## config.mk

```make
export PLATFORM = sky130hd
export DESIGN_NAME = fp_alu
export DESIGN_NICKNAME = d
export VERILOG_FILES = /design/src/source/fp_alu_pkg.sv /design/src/source/fp_alu.sv /design/src/source/result_delay_line.sv /design/src/source/fp_saturator.sv /design/src/source/fp_compare_unit.sv /design/src/source/fp_logic_unit.sv
export VERILOG_INCLUDE_DIRS = /design/src /design/src/source
export SDC_FILE = /design/constraint.sdc
export NUM_CORES = 1
export LEC_CHECK = 0
export BUFFER_PORTS_ARGS = -buffer_cell sky130_fd_sc_hd__buf_2
export CAP_MARGIN = 40
export CORE_MARGIN = 2
export CORE_UTILIZATION = 53
export CTS_CLUSTER_DIAMETER = 200
export DETAILED_ROUTE_END_ITERATION = 12
export HOLD_SLACK_MARGIN = 0.1
export PLACE_DENSITY = 0.76
export SLEW_MARGIN = 30
export SYNTH_ARGS = -nofsm -noshare
export SYNTH_HDL_FRONTEND = slang
export SYNTH_SLANG_ARGS = --single-unit
export TNS_END_PERCENT = 5
```

## constraint.sdc

```tcl
create_clock -name clock -period 3.9 [get_ports clock]
set_input_delay 0.585 -clock clock [delete_from_list [all_inputs] [get_ports clock]]
set_output_delay 0.585 -clock clock [all_outputs]
set_load 0.01 [all_outputs]
```

## src/source/fp_alu_consts.svh

```systemverilog
`ifndef FP_ALU_CONSTS_SVH
`define FP_ALU_CONSTS_SVH

// Datapath and register file sizes
`define FP_ALU_DATA_WIDTH 32
`define FP_ALU_REG_ADDR_WIDTH 8
`define FP_ALU_OPCODE_WIDTH 8

// Cycles from issue to result, same for every lane
`define FP_ALU_PIPELINE_DEPTH 5

// Opcode encodings
`define FP_OP_LAND 8'h10
`define FP_OP_LOR 8'h11
`define FP_OP_LXOR 8'h12
`define FP_OP_LNOT 8'h13
`define FP_OP_ABS 8'h14
`define FP_OP_BGT 8'h20
`define FP_OP_BLE 8'h21
`define FP_OP_BEQ 8'h22
`define FP_OP_BNE 8'h23
`define FP_OP_SATP 8'h30
`define FP_OP_SATN 8'h31
`define FP_OP_LDR 8'h40
`define FP_OP_LDC 8'h41

// Word returned by a true compare, a false one returns zero
`define FP_CMP_TRUE {`FP_ALU_DATA_WIDTH{1'b1}}

`endif
```

## src/source/fp_alu_pkg.sv

```systemverilog
`include "fp_alu_consts.svh"

package fp_alu_pkg;

    // Single precision float or raw data word
    typedef logic [`FP_ALU_DATA_WIDTH-1:0] word_t;

    // Destination register address
    typedef logic [`FP_ALU_REG_ADDR_WIDTH-1:0] reg_addr_t;

    typedef logic [`FP_ALU_OPCODE_WIDTH-1:0] opcode_t;

    // Signed key that orders floats by sign and magnitude
    typedef logic signed [`FP_ALU_DATA_WIDTH-1:0] order_key_t;

    // Shared by the compare and saturation lanes
    function automatic order_key_t fp_order_key(input word_t value);
        order_key_t magnitude;
        magnitude = {1'b0, value[`FP_ALU_DATA_WIDTH-2:0]};
        // +0 and -0 both map to key 0
        if (value[`FP_ALU_DATA_WIDTH-1]) begin
            fp_order_key = -magnitude;
        end else begin
            fp_order_key = magnitude;
        end
    endfunction

endpackage

```

## src/source/fp_alu.sv

```systemverilog
`timescale 1ns/1ps
`include "fp_alu_consts.svh"

module fp_alu (
    input  logic                  clock,
    input  logic                  reset,
    input  logic                  valid,
    input  fp_alu_pkg::opcode_t   opcode,
    input  fp_alu_pkg::word_t     operand_a,
    input  fp_alu_pkg::word_t     operand_b,
    input  fp_alu_pkg::word_t     constant,
    input  fp_alu_pkg::reg_addr_t dest,
    output logic                  result_valid,
    output fp_alu_pkg::word_t     result_data,
    output fp_alu_pkg::reg_addr_t result_dest
);

    import fp_alu_pkg::*;

    // Internal latency of each lane
    localparam int LOGIC_LATENCY      = 1;
    localparam int COMPARE_LATENCY    = 1;
    localparam int SATURATION_LATENCY = 2;
    localparam int LOAD_LATENCY       = 0;

    // Lane outputs
    logic      logic_valid;
    word_t     logic_data;
    reg_addr_t logic_dest;
    logic      compare_valid;
    word_t     compare_data;
    reg_addr_t compare_dest;
    logic      saturation_valid;
    word_t     saturation_data;
    reg_addr_t saturation_dest;
    logic      load_valid;
    word_t     load_data;

    // Lane outputs aligned to the full depth
    logic      logic_aligned_valid;
    word_t     logic_aligned_data;
    reg_addr_t logic_aligned_dest;
    logic      compare_aligned_valid;
    word_t     compare_aligned_data;
    reg_addr_t compare_aligned_dest;
    logic      saturation_aligned_valid;
    word_t     saturation_aligned_data;
    reg_addr_t saturation_aligned_dest;
    logic      load_aligned_valid;
    word_t     load_aligned_data;
    reg_addr_t load_aligned_dest;

    ////////////////////////////////////////
    // Functional lanes
    ////////////////////////////////////////

    fp_logic_unit logic_unit (
        .clock(clock),
        .reset(reset),
        .in_valid(valid),
        .opcode(opcode),
        .operand_a(operand_a),
        .operand_b(operand_b),
        .dest(dest),
        .out_valid(logic_valid),
        .out_data(logic_data),
        .out_dest(logic_dest)
    );

    fp_compare_unit compare_unit (
        .clock(clock),
        .reset(reset),
        .in_valid(valid),
        .opcode(opcode),
        .operand_a(operand_a),
        .operand_b(operand_b),
        .dest(dest),
        .out_valid(compare_valid),
        .out_data(compare_data),
        .out_dest(compare_dest)
    );

    fp_saturator saturator (
        .clock(clock),
        .reset(reset),
        .in_valid(valid),
        .opcode(opcode),
        .operand_a(operand_a),
        .operand_b(operand_b),
        .dest(dest),
        .out_valid(saturation_valid),
        .out_data(saturation_data),
        .out_dest(saturation_dest)
    );

    // Load lane, LDC takes the constant word
    assign load_valid = valid && ((opcode == `FP_OP_LDR) || (opcode == `FP_OP_LDC));
    assign load_data  = (opcode == `FP_OP_LDC) ? constant : operand_a;

    ////////////////////////////////////////
    // Alignment to the pipeline depth
    ////////////////////////////////////////

    result_delay_line #(
        .STAGES(`FP_ALU_PIPELINE_DEPTH - LOGIC_LATENCY)
    ) logic_delay (
        .clock(clock),
        .reset(reset),
        .in_valid(logic_valid),
        .in_data(logic_data),
        .in_dest(logic_dest),
        .out_valid(logic_aligned_valid),
        .out_data(logic_aligned_data),
        .out_dest(logic_aligned_dest)
    );

    result_delay_line #(
        .STAGES(`FP_ALU_PIPELINE_DEPTH - COMPARE_LATENCY)
    ) compare_delay (
        .clock(clock),
        .reset(reset),
        .in_valid(compare_valid),
        .in_data(compare_data),
        .in_dest(compare_dest),
        .out_valid(compare_aligned_valid),
        .out_data(compare_aligned_data),
        .out_dest(compare_aligned_dest)
    );

    result_delay_line #(
        .STAGES(`FP_ALU_PIPELINE_DEPTH - SATURATION_LATENCY)
    ) saturation_delay (
        .clock(clock),
        .reset(reset),
        .in_valid(saturation_valid),
        .in_data(saturation_data),
        .in_dest(saturation_dest),
        .out_valid(saturation_aligned_valid),
        .out_data(saturation_aligned_data),
        .out_dest(saturation_aligned_dest)
    );

    result_delay_line #(
        .STAGES(`FP_ALU_PIPELINE_DEPTH - LOAD_LATENCY)
    ) load_delay (
        .clock(clock),
        .reset(reset),
        .in_valid(load_valid),
        .in_data(load_data),
        .in_dest(dest),
        .out_valid(load_aligned_valid),
        .out_data(load_aligned_data),
        .out_dest(load_aligned_dest)
    );

    ////////////////////////////////////////
    // Result selection
    ////////////////////////////////////////

    // Equal lane depths leave at most one valid high per cycle
    always_comb begin
        result_valid = 1'b0;
        result_data  = '0;
        result_dest  = '0;
        if (logic_aligned_valid) begin
            result_valid = 1'b1;
            result_data  = logic_aligned_data;
            result_dest  = logic_aligned_dest;
        end else if (compare_aligned_valid) begin
            result_valid = 1'b1;
            result_data  = compare_aligned_data;
            result_dest  = compare_aligned_dest;
        end else if (saturation_aligned_valid) begin
            result_valid = 1'b1;
            result_data  = saturation_aligned_data;
            result_dest  = saturation_aligned_dest;
        end else if (load_aligned_valid) begin
            result_valid = 1'b1;
            result_data  = load_aligned_data;
            result_dest  = load_aligned_dest;
        end
    end

endmodule

```

## src/source/result_delay_line.sv

```systemverilog
`timescale 1ns/1ps

module result_delay_line #(
    parameter int STAGES = 1
) (
    input  logic                  clock,
    input  logic                  reset,
    input  logic                  in_valid,
    input  fp_alu_pkg::word_t     in_data,
    input  fp_alu_pkg::reg_addr_t in_dest,
    output logic                  out_valid,
    output fp_alu_pkg::word_t     out_data,
    output fp_alu_pkg::reg_addr_t out_dest
);

    import fp_alu_pkg::*;

    logic      valid_stage [STAGES];
    word_t     data_stage  [STAGES];
    reg_addr_t dest_stage  [STAGES];

    // Plain shift register, one entry per cycle of delay
    always_ff @(posedge clock) begin
        if (reset) begin
            for (int i = 0; i < STAGES; i++) begin
                valid_stage[i] <= 1'b0;
                data_stage[i]  <= '0;
                dest_stage[i]  <= '0;
            end
        end else begin
            valid_stage[0] <= in_valid;
            data_stage[0]  <= in_data;
            dest_stage[0]  <= in_dest;
            for (int i = 1; i < STAGES; i++) begin
                valid_stage[i] <= valid_stage[i-1];
                data_stage[i]  <= data_stage[i-1];
                dest_stage[i]  <= dest_stage[i-1];
            end
        end
    end

    assign out_valid = valid_stage[STAGES-1];
    assign out_data  = data_stage[STAGES-1];
    assign out_dest  = dest_stage[STAGES-1];

endmodule

```

## src/source/fp_saturator.sv

```systemverilog
`timescale 1ns/1ps
`include "fp_alu_consts.svh"

module fp_saturator (
    input  logic                  clock,
    input  logic                  reset,
    input  logic                  in_valid,
    input  fp_alu_pkg::opcode_t   opcode,
    input  fp_alu_pkg::word_t     operand_a,
    input  fp_alu_pkg::word_t     operand_b,
    input  fp_alu_pkg::reg_addr_t dest,
    output logic                  out_valid,
    output fp_alu_pkg::word_t     out_data,
    output fp_alu_pkg::reg_addr_t out_dest
);

    import fp_alu_pkg::*;

    logic      is_saturation_op;

    // Stage 1 state
    logic      stage1_valid;
    logic      stage1_upper;
    logic      stage1_a_greater;
    word_t     stage1_a;
    word_t     stage1_b;
    reg_addr_t stage1_dest;

    word_t     clamped_value;

    assign is_saturation_op = (opcode == `FP_OP_SATP) || (opcode == `FP_OP_SATN);

    ////////////////////////////////////////
    // Stage 1, operand ordering
    ////////////////////////////////////////

    always_ff @(posedge clock) begin
        if (reset) begin
            stage1_valid     <= 1'b0;
            stage1_upper     <= 1'b0;
            stage1_a_greater <= 1'b0;
            stage1_a         <= '0;
            stage1_b         <= '0;
            stage1_dest      <= '0;
        end else begin
            stage1_valid     <= in_valid && is_saturation_op;
            stage1_upper     <= opcode == `FP_OP_SATP;
            stage1_a_greater <= fp_order_key(operand_a) > fp_order_key(operand_b);
            stage1_a         <= operand_a;
            stage1_b         <= operand_b;
            stage1_dest      <= dest;
        end
    end

    ////////////////////////////////////////
    // Stage 2, bound selection
    ////////////////////////////////////////

    // SATP keeps the smaller value, SATN the larger
    assign clamped_value = (stage1_upper == stage1_a_greater) ? stage1_b : stage1_a;

    always_ff @(posedge clock) begin
        if (reset) begin
            out_valid <= 1'b0;
            out_data  <= '0;
            out_dest  <= '0;
        end else begin
            out_valid <= stage1_valid;
            out_data  <= clamped_value;
            out_dest  <= stage1_dest;
        end
    end

endmodule

```

## src/source/fp_compare_unit.sv

```systemverilog
`timescale 1ns/1ps
`include "fp_alu_consts.svh"

module fp_compare_unit (
    input  logic                  clock,
    input  logic                  reset,
    input  logic                  in_valid,
    input  fp_alu_pkg::opcode_t   opcode,
    input  fp_alu_pkg::word_t     operand_a,
    input  fp_alu_pkg::word_t     operand_b,
    input  fp_alu_pkg::reg_addr_t dest,
    output logic                  out_valid,
    output fp_alu_pkg::word_t     out_data,
    output fp_alu_pkg::reg_addr_t out_dest
);

    import fp_alu_pkg::*;

    order_key_t key_a;
    order_key_t key_b;
    logic       condition;
    logic       is_compare_op;

    assign key_a = fp_order_key(operand_a);
    assign key_b = fp_order_key(operand_b);

    // Branch condition for the four compare opcodes
    always_comb begin
        is_compare_op = 1'b1;
        condition     = 1'b0;
        case (opcode)
            `FP_OP_BGT: condition = key_a > key_b;
            `FP_OP_BLE: condition = key_a <= key_b;
            `FP_OP_BEQ: condition = key_a == key_b;
            `FP_OP_BNE: condition = key_a != key_b;
            default:    is_compare_op = 1'b0;
        endcase
    end

    always_ff @(posedge clock) begin
        if (reset) begin
            out_valid <= 1'b0;
            out_data  <= '0;
            out_dest  <= '0;
        end else begin
            out_valid <= in_valid && is_compare_op;
            // All ones for taken, zero otherwise
            out_data  <= condition ? `FP_CMP_TRUE : '0;
            out_dest  <= dest;
        end
    end

endmodule

```

## src/source/fp_logic_unit.sv

```systemverilog
`timescale 1ns/1ps
`include "fp_alu_consts.svh"

module fp_logic_unit (
    input  logic                  clock,
    input  logic                  reset,
    input  logic                  in_valid,
    input  fp_alu_pkg::opcode_t   opcode,
    input  fp_alu_pkg::word_t     operand_a,
    input  fp_alu_pkg::word_t     operand_b,
    input  fp_alu_pkg::reg_addr_t dest,
    output logic                  out_valid,
    output fp_alu_pkg::word_t     out_data,
    output fp_alu_pkg::reg_addr_t out_dest
);

    import fp_alu_pkg::*;

    word_t logic_value;
    logic  is_logic_op;

    ////////////////////////////////////////
    // Bitwise operation decode
    ////////////////////////////////////////

    always_comb begin
        is_logic_op = 1'b1;
        logic_value = '0;
        case (opcode)
            `FP_OP_LAND: begin
                logic_value = operand_a & operand_b;
            end
            `FP_OP_LOR: begin
                logic_value = operand_a | operand_b;
            end
            `FP_OP_LXOR: begin
                logic_value = operand_a ^ operand_b;
            end
            `FP_OP_LNOT: begin
                logic_value = ~operand_a;
            end
            `FP_OP_ABS: begin
                // Only the sign bit is dropped
                logic_value = {1'b0, operand_a[`FP_ALU_DATA_WIDTH-2:0]};
            end
            default: begin
                is_logic_op = 1'b0;
            end
        endcase
    end

    ////////////////////////////////////////
    // Result register
    ////////////////////////////////////////

    always_ff @(posedge clock) begin
        if (reset) begin
            out_valid <= 1'b0;
            out_data  <= '0;
            out_dest  <= '0;
        end else begin
            out_valid <= in_valid && is_logic_op;
            out_data  <= logic_value;
            out_dest  <= dest;
        end
    end

endmodule

```

==> flow_summary_export.csv, run 1 <==
group,metric,value,unit
cells_and_area,drive_above_1_share,16.01,%
detailed_routing,antenna_left,0,
sta,slew_headroom,45.70,%
cells_and_area,multi_input_area,8110,um^2
sta,setup_viol,0,
synth,synth_top_cell_area_share,56.93,%
detailed_routing,highest_layer,"met4",
placement,place_congestion,0.9198,
global_route,grt_usage,23.11,%
die,die_h,200.0,um
detailed_routing,wl,46100,um
setup_path,critPathTopFamily,"simple AND/OR/NAND/NOR gates",
synth,async_reset_ff_share,0,%
placement,dp_worst_setup_slack,-487.3,ps
clock_tree,clock_path_buffers,3,
global_route,grt_pass1_wl,73080,um
detailed_routing,wl_met3,2783,um
pwr,peakVddDrop,307.4,uV
synth,ys_seq_area_share,56.93,%
clock_tree,clk_pin_slew_worst_paths,70,ps
setup_path,reg2reg_slack,2080,ps
placement,dpl.hpwl,32340,um
cells_and_area,fin_nets,2470,
cells_and_area,fillers,3007,
setup_path,worstSetupPathType,"input pin to flip-flop",
flow_run,cap_violations,0,
detailed_routing,drt_iter0_drc,999,
cells_and_area,antennaDiodeCount,0,
synth,synth_edf_count,0,
clock_tree,root_buffer,"clkbuf_16",
cells_and_area,regArea,11590,um^2
pwr,power_density,496.2,nW/um^2
synth,synthTopCellsByArea,"dfxtp_1, nor2b_1, ha_1",
sta,post-route-min-period,3759,ps
setup_path,cp-end-kind,"flip-flop",
sta,min_period_over_period,96.38,%
setup_path,worstSetupPathDepth,15,
setup_path,cp-start-kind,"input pin",
sta,maxSlewViolCount,0,
synth,ys.flop_type,"dfxtp_1",
status,status,"finished clean",
die,die_w,200.0,um
sta,tns,0,ps
die,start_util,53.93,%
setup_path,cpMostUsedCell,"or4_4",
synth,synth_cell_types,42,
setup_path,path_buf_inv,2,
die,ios,156,
die,rows,71,
die,core-area,37760,um^2
clock_tree,h-tree-depth,2,
setup_path,crit_arrival,4210,ps
detailed_routing,wl_per_cell,16.41,um
setup_path,regToRegEndpoint,"saturator.out_data[9]$_SDFF_PP0_",
synth,avgSynthCellArea,9.831,um^2
synth,syn_nets,2284,
sta,hold_viol,0,
global_route,grt_pass1_vias,13389,
clock_tree,cts_buffers,51,
cells_and_area,post-route-util,63.42,%
synth,synthCells,2071,
clock_tree,insertion_delay,560,ps
synth,ys_ff_latch,579,
sta,clock_skew,22.80,ps
setup_path,r2r.worst_path.cells,4,
global_route,grt_remaining_overflow,0,
pwr,leakage,10.05,nW
detailed_routing,vias_per_cell,5.012,
worst_hold_path,worst_hold_path_type,"input pin to flip-flop",
setup_path,crit_slowest_cell,"or4_4",
setup_path,worstPathCellList,"buf_2 > or4_4 > or3_4 > or4_4 > or2_4 > o41ai_4 > xnor2_1 > ha_1 > nand4_1 > nor4_2 > buf_4 > and3_4 > or3b_2 > nand3_1 > mux2_4",
sta,worst_pin_slew,814.5,ps
detailed_routing,first_pass_iters,5,
global_route,grt_max_degree,175,
sta,fin_ws,141.1,ps
detailed_routing,drcViolationCount,0,
placement,io_buffers,155,
detailed_routing,drt-met1-wl,22300,um
synth,synth_area_leader_cell,"dfxtp_1",
setup_path,crit_fanout,5,
setup_path,crit_required,4350,ps
detailed_routing,met2_length,20010,um
setup_path,r2r_start,"saturator.stage1_a_greater$_SDFF_PP0_",
die,dieArea,40000,um^2
setup_path,crit_path_end,"compare_unit.out_data[30]$_SDFF_PP0_",
clock_tree,clkSinkCount,579,
detailed_routing,vias,14078,
sta,rsz0062_at_grt,"yes",
cells_and_area,synthToLayoutAreaGrowth,17.61,%
sta,max_freq,266.0,MHz
setup_path,startpoint,"operand_b[11]",
cells_and_area,final_common_cell,"dfxtp_1",
clock_tree,cts_tree,"yes",
synth,syn_area,20360,um^2
cells_and_area,final_cell_mix,"dfxtp_1, nor2b_1, nand2_1",
setup_path,cp_slowest_stage_delay,540,ps
synth,yosys_warnings,0,
clock_tree,cts-hold-fix-buffers,0,
global_route,antenna_found_initial,0,
[how the worst min path moves through the flow]
stage	start	end	slack (ps)	depth (start not counted)
floorplan	compare_unit.out_data[30]$_SDFF_PP0_	compare_delay.data_stage[0][30]$_SDFF_PP0_	410	1
global placement	compare_delay.dest_stage[0][8]$_SDFF_PP0_	compare_delay.dest_stage[0][16]$_SDFF_PP0_	420	1
detailed placement	logic_delay.data_stage[0][3]$_SDFF_PP0_	logic_delay.data_stage[1][3]$_SDFF_PP0_	420	1
CTS	dest[7]	saturator.stage1_dest[7]$_SDFF_PP0_	230	2
global route	dest[7]	saturator.stage1_dest[7]$_SDFF_PP0_	240	2
finish	dest[7]	saturator.stage1_dest[7]$_SDFF_PP0_	250	2
[stage by stage]
step | power [mW] | area [um^2] | instances | hold WS, ps
3_3_place_gp | 7.018 | 22170 | 2712 | 417.0
4_1_cts | 11.95 | 23920 | 2808 | 234.1
2_1_floorplan | 6.694 | 20370 | 2071 | 413.8
5_1_grt | 12.32 | 23950 | 2809 | 243.8
3_5_place_dp | 7.056 | 22230 | 2714 | 420.4
6_report | 11.88 | 23950 | 2809 | 252.8
[worst reg2reg max path, cell delays in order (launching register included)]
cell and delay (ps):
dfxtp_1 560, xor2_4 480, buf_16 220, nand2_1 70, a21oi_1 340
[state kept, by name, indices dropped and copies added (netlist names), 3 cells and up]
name	flops
load_delay.valid_stage	5
saturator.out_data	32
compare_delay.valid_stage	4
saturator.out_dest	7
saturator.stage1_b	32
logic_delay.valid_stage	4
load_delay.data_stage	160
compare_delay.dest_stage	24
saturation_delay.data_stage	96
saturator.stage1_dest	8
saturator.stage1_a	32
logic_unit.out_data	32
logic_delay.data_stage	128
compare_delay.data_stage	4
saturation_delay.valid_stage	3
[layout make-up]
class                      count  share of cell area [%]
sequential                   579                   48.41
multi-input combinational   1294                   33.87
timing repair buffer         259                   6.866
clock buffer                  71                   6.019
tap                          511                   2.670
inverter                      72                   1.129
clock inverter                23                   1.040
[power by group]
group / switching [mW] / internal, mW / total (mW)
Clock: 2.08 / 2.86 / 4.94
Sequential: 0.0390 / 6.06 / 6.10
Combinational: 0.496 / 0.343 / 0.839
[synth_stat cells (3+ instances only)]
cell	instances
a21o_1	3
a21oi_1	149
a221oi_1	65
buf_1	3
clkbuf_1	123
dfxtp_1	579
ha_1	98
inv_1	72
nand2_1	191
nand2b_1	3
nand3_1	14
nand4_1	15
nor2_1	142
nor2b_1	422
nor3_1	10
nor4_1	4
o21ai_0	55
o31ai_1	14
o41ai_1	7
or2_2	4
or3_1	9
or4_1	4
xnor2_1	60
[cell families after synthesis]
group           Yosys count  share of synthesized area [%]
simple gates            830                          21.44
flops                   579                          56.93
compound gates          302                          9.181
buf+inv                 198                          3.650
fa+ha+maj                98                          6.023
xor+xnor                 61                          2.624
mux                       3                         0.1536
[layer usage]
| metal | global-route usage (%) | vias to the layer above |
|---|---|---|
| met5 | 0 | - |
| met4 | 6.667 | 0 |
| met3 | 3.360 | 63 |
| met2 | 35.33 | 453 |
| met1 | 34.04 | 6474 |
| li1 | - | 7088 |
[repair_timing]
item,CTS,global route
setup buffers,0,1
endpoints found under the setup margin,0,1
gates resized for setup,0,4
(Power assumes the default switching activity.)
==> inputs of run 2 (changes only) <==
Settings changed: CORE_UTILIZATION 53 to 59, PLACE_DENSITY 0.76 to 0.8.
Clock period 3.9 ns to 3.7 ns, I/O delays scaled along.
==> run 2 against run 1 <==
Effect of this change:
- the flow now finishes with violations (negative setup slack)
- sequential share of layout area down 0.63 points
- via count up 2.4%
- total power grew 8.7%
- count of clock-buffer cells in the layout is 2 lower
- core utilization is 7.3 points higher
- clock skew shrank 13 ps
- critical endpoint unchanged
- largest cell class unchanged
- highest routed layer unchanged
==> flow_summary_export.csv, run 2 (synthesis gave the netlist of run 1 again) <==
group,metric,value,unit
setup_path,cp_slowest_stage_delay,540,ps
sta,setup_viol,1,
setup_path,critPathTopFamily,"simple AND/OR/NAND/NOR gates",
setup_path,regToRegEndpoint,"saturator.out_data[3]$_SDFF_PP0_",
sta,slew_headroom,50.62,%
setup_path,r2r.worst_path.cells,4,
worst_hold_path,holdPathStages,3,
placement,dpl.hpwl,31500,um
setup_path,crit_slowest_cell,"or4_4",
sta,hold_viol,0,
detailed_routing,wl,47450,um
pwr,peakVddDrop,419.7,uV
global_route,grt_pass1_wl,74040,um
clock_tree,root_buffer,"clkbuf_16",
cells_and_area,post-route-util,70.76,%
global_route,grt_max_degree,178,
pwr,leakage,10.30,nW
setup_path,crit_arrival,4220,ps
die,start_util,59.38,%
cells_and_area,reg_top3,"load_delay.data_stage x160, logic_delay.data_stage x128, saturation_delay.data_stage x96",
status,violations,"negative setup slack",
pwr,seqPwrFrac,49.8,%
die,core-area,34290,um^2
clock_tree,clk_pin_slew_worst_paths,60,ps
sta,fin_ws,-74.22,ps
cells_and_area,final_common_cell,"dfxtp_1",
setup_path,cp-start-kind,"input pin",
sta,worst_pin_slew,740.7,ps
global_route,grt_usage,26.01,%
detailed_routing,vias_per_cell,5.171,
setup_path,worstPathCellList,"buf_2 > or4_4 > or3_4 > or4_4 > or2_4 > o41ai_4 > xnor2_1 > ha_1 > a21o_1 > a21o_1 > a221oi_2 > o21ai_1 > a21oi_2 > mux2_4",
cells_and_area,synthToLayoutAreaGrowth,19.16,%
cells_and_area,largest_reg_flops,160,
placement,place_area,22360,um^2
worst_hold_path,hold_end,"load_delay.data_stage[0][7]$_SDFF_PP0_",
worst_hold_path,holdCritStartpoint,"constant[7]",
die,dieArea,36010,um^2
clock_tree,h-tree-depth,2,
pwr,internal_power,10.12,mW
detailed_routing,drt_iter0_drc,1152,
placement,dp_worst_setup_slack,-751.9,ps
setup_path,r2r_start,"saturator.stage1_a_greater$_SDFF_PP0_",
setup_path,crit_fanout,5,
die,ios,156,
sta,min_period_over_period,102.0,%
sta,rsz0062_at_grt,"yes",
global_route,antenna_found_initial,0,
clock_tree,cts-hold-fix-buffers,0,
die,die_w,189.8,um
setup_path,reg2reg_slack,1600,ps
clock_tree,cts_tree,"yes",
die,rows,68,
detailed_routing,wl_per_cell,17.02,um
pwr,power_density,532.4,nW/um^2
die,die_h,189.8,um
status,status,"finished with violations",
placement,io_buffers,155,
clock_tree,clock_path_buffers,3,
detailed_routing,drcViolationCount,0,
pwr,p_sw_share,21.62,%
pwr,combPwrFrac,7.1,%
placement,place_congestion,0.8951,
setup_path,crit_required,4150,ps
cells_and_area,final_area,24260,um^2
cells_and_area,fin_nets,2503,
clock_tree,insertion_delay,560,ps
cells_and_area,final_cell_mix,"dfxtp_1, nor2b_1, nand2_1",
cells_and_area,top_register,"load_delay.data_stage",
setup_path,cp-end-kind,"flip-flop",
setup_path,path_buf_inv,1,
flow_run,cap_violations,0,
setup_path,worstSetupPathType,"input pin to flip-flop",
detailed_routing,first_pass_iters,5,
clock_tree,clkSinkCount,579,
sta,max_freq,265.0,MHz
pwr,p_sw,2.793,mW
sta,clock_skew,9.936,ps
global_route,grt_remaining_overflow,0,
sta,maxSlewViolCount,0,
global_route,grt_pass1_vias,13963,
detailed_routing,vias,14418,
pwr,clkPwrFrac,43.1,%
sta,post-route-min-period,3774,ps
clock_tree,cts_buffers,50,
cells_and_area,drive_above_1_share,17.67,%
detailed_routing,antenna_left,0,
worst_hold_path,worst_hold_path_type,"input pin to flip-flop",
[run 2: cell types whose count changed in the layout (fill, tap and decap cells not counted), moves of 2 or more]
cell        previous run  this run
diode_2                0         2
clkinvlp_4             6         1
buf_4                 99       134
clkbuf_16             51        53
clkbuf_1              11         4
clkinv_2              10        12
clkbuf_8               9        12
bufinv_16              4         7
[run 2: routing by layer]
metal	up-vias	wire length (um)	track usage [%]
met5	-	0	0
met4	0	959	6.619
met3	68	2801	3.118
met2	488	21760	42.77
met1	6717	21930	36.64
li1	7145	-	-
[run 2: area by class of cell]
| type | count | area (um^2) |
|---|---|---|
| diodes | 2 | 5.005 |
| clock buffers | 69 | 1506 |
| clock inverters | 24 | 320.3 |
| fillers | 2421 | 10030 |
| inverters | 72 | 270.3 |
| multi-input cells | 1294 | 8119 |
| flip-flops and latches | 579 | 11590 |
| well taps | 455 | 569.3 |
| repair buffers | 293 | 1879 |
[run 2: worst max path at each step]
stage / cells past startpoint / to / from
floorplan: 13 / compare_unit.out_data[30]$_SDFF_PP0_ / operand_b[11]
global placement: 15 / compare_unit.out_data[30]$_SDFF_PP0_ / operand_b[11]
detailed placement: 15 / compare_unit.out_data[30]$_SDFF_PP0_ / operand_b[11]
CTS: 15 / compare_unit.out_data[30]$_SDFF_PP0_ / operand_b[11]
global route: 15 / compare_unit.out_data[30]$_SDFF_PP0_ / operand_b[11]
finish: 14 / compare_unit.out_data[30]$_SDFF_PP0_ / operand_b[11]
[run 2: tightest hold or removal path, stage by stage]
cell     delay (ps)
buf_2            90
nand2_1          40
a21oi_1          50
[run 2: what timing repair did]
action,CTS,global route
buffers inserted,1,1
resized for setup,3,6
setup endpoints to repair,2,2
pin swaps,5,1
[run 2: power by group through the flow]
| stage | logic [mW] | clock network [mW] | registers [mW] |
|---|---|---|---|
| floorplan | 0.509 | 0 | 6.55 |
| global placement | 0.863 | 0 | 6.56 |
| detailed placement | 0.891 | 0 | 6.56 |
| CTS | 0.902 | 5.63 | 6.43 |
| global route | 1.01 | 5.88 | 6.44 |
| finish | 0.918 | 5.57 | 6.43 |
[run 2: metrics by stage]
stage,setup TNS [ps],std cells,total power [mW],hold slack (ps)
5_1_grt,-251.1,2786,13.33,224.3
4_1_cts,-86.78,2784,12.96,215.6
2_1_floorplan,-580.8,2071,7.056,413.8
3_5_place_dp,-1325,2690,7.456,420.4
6_report,-74.22,2788,12.92,234.4
3_3_place_gp,-1170,2689,7.421,415.7
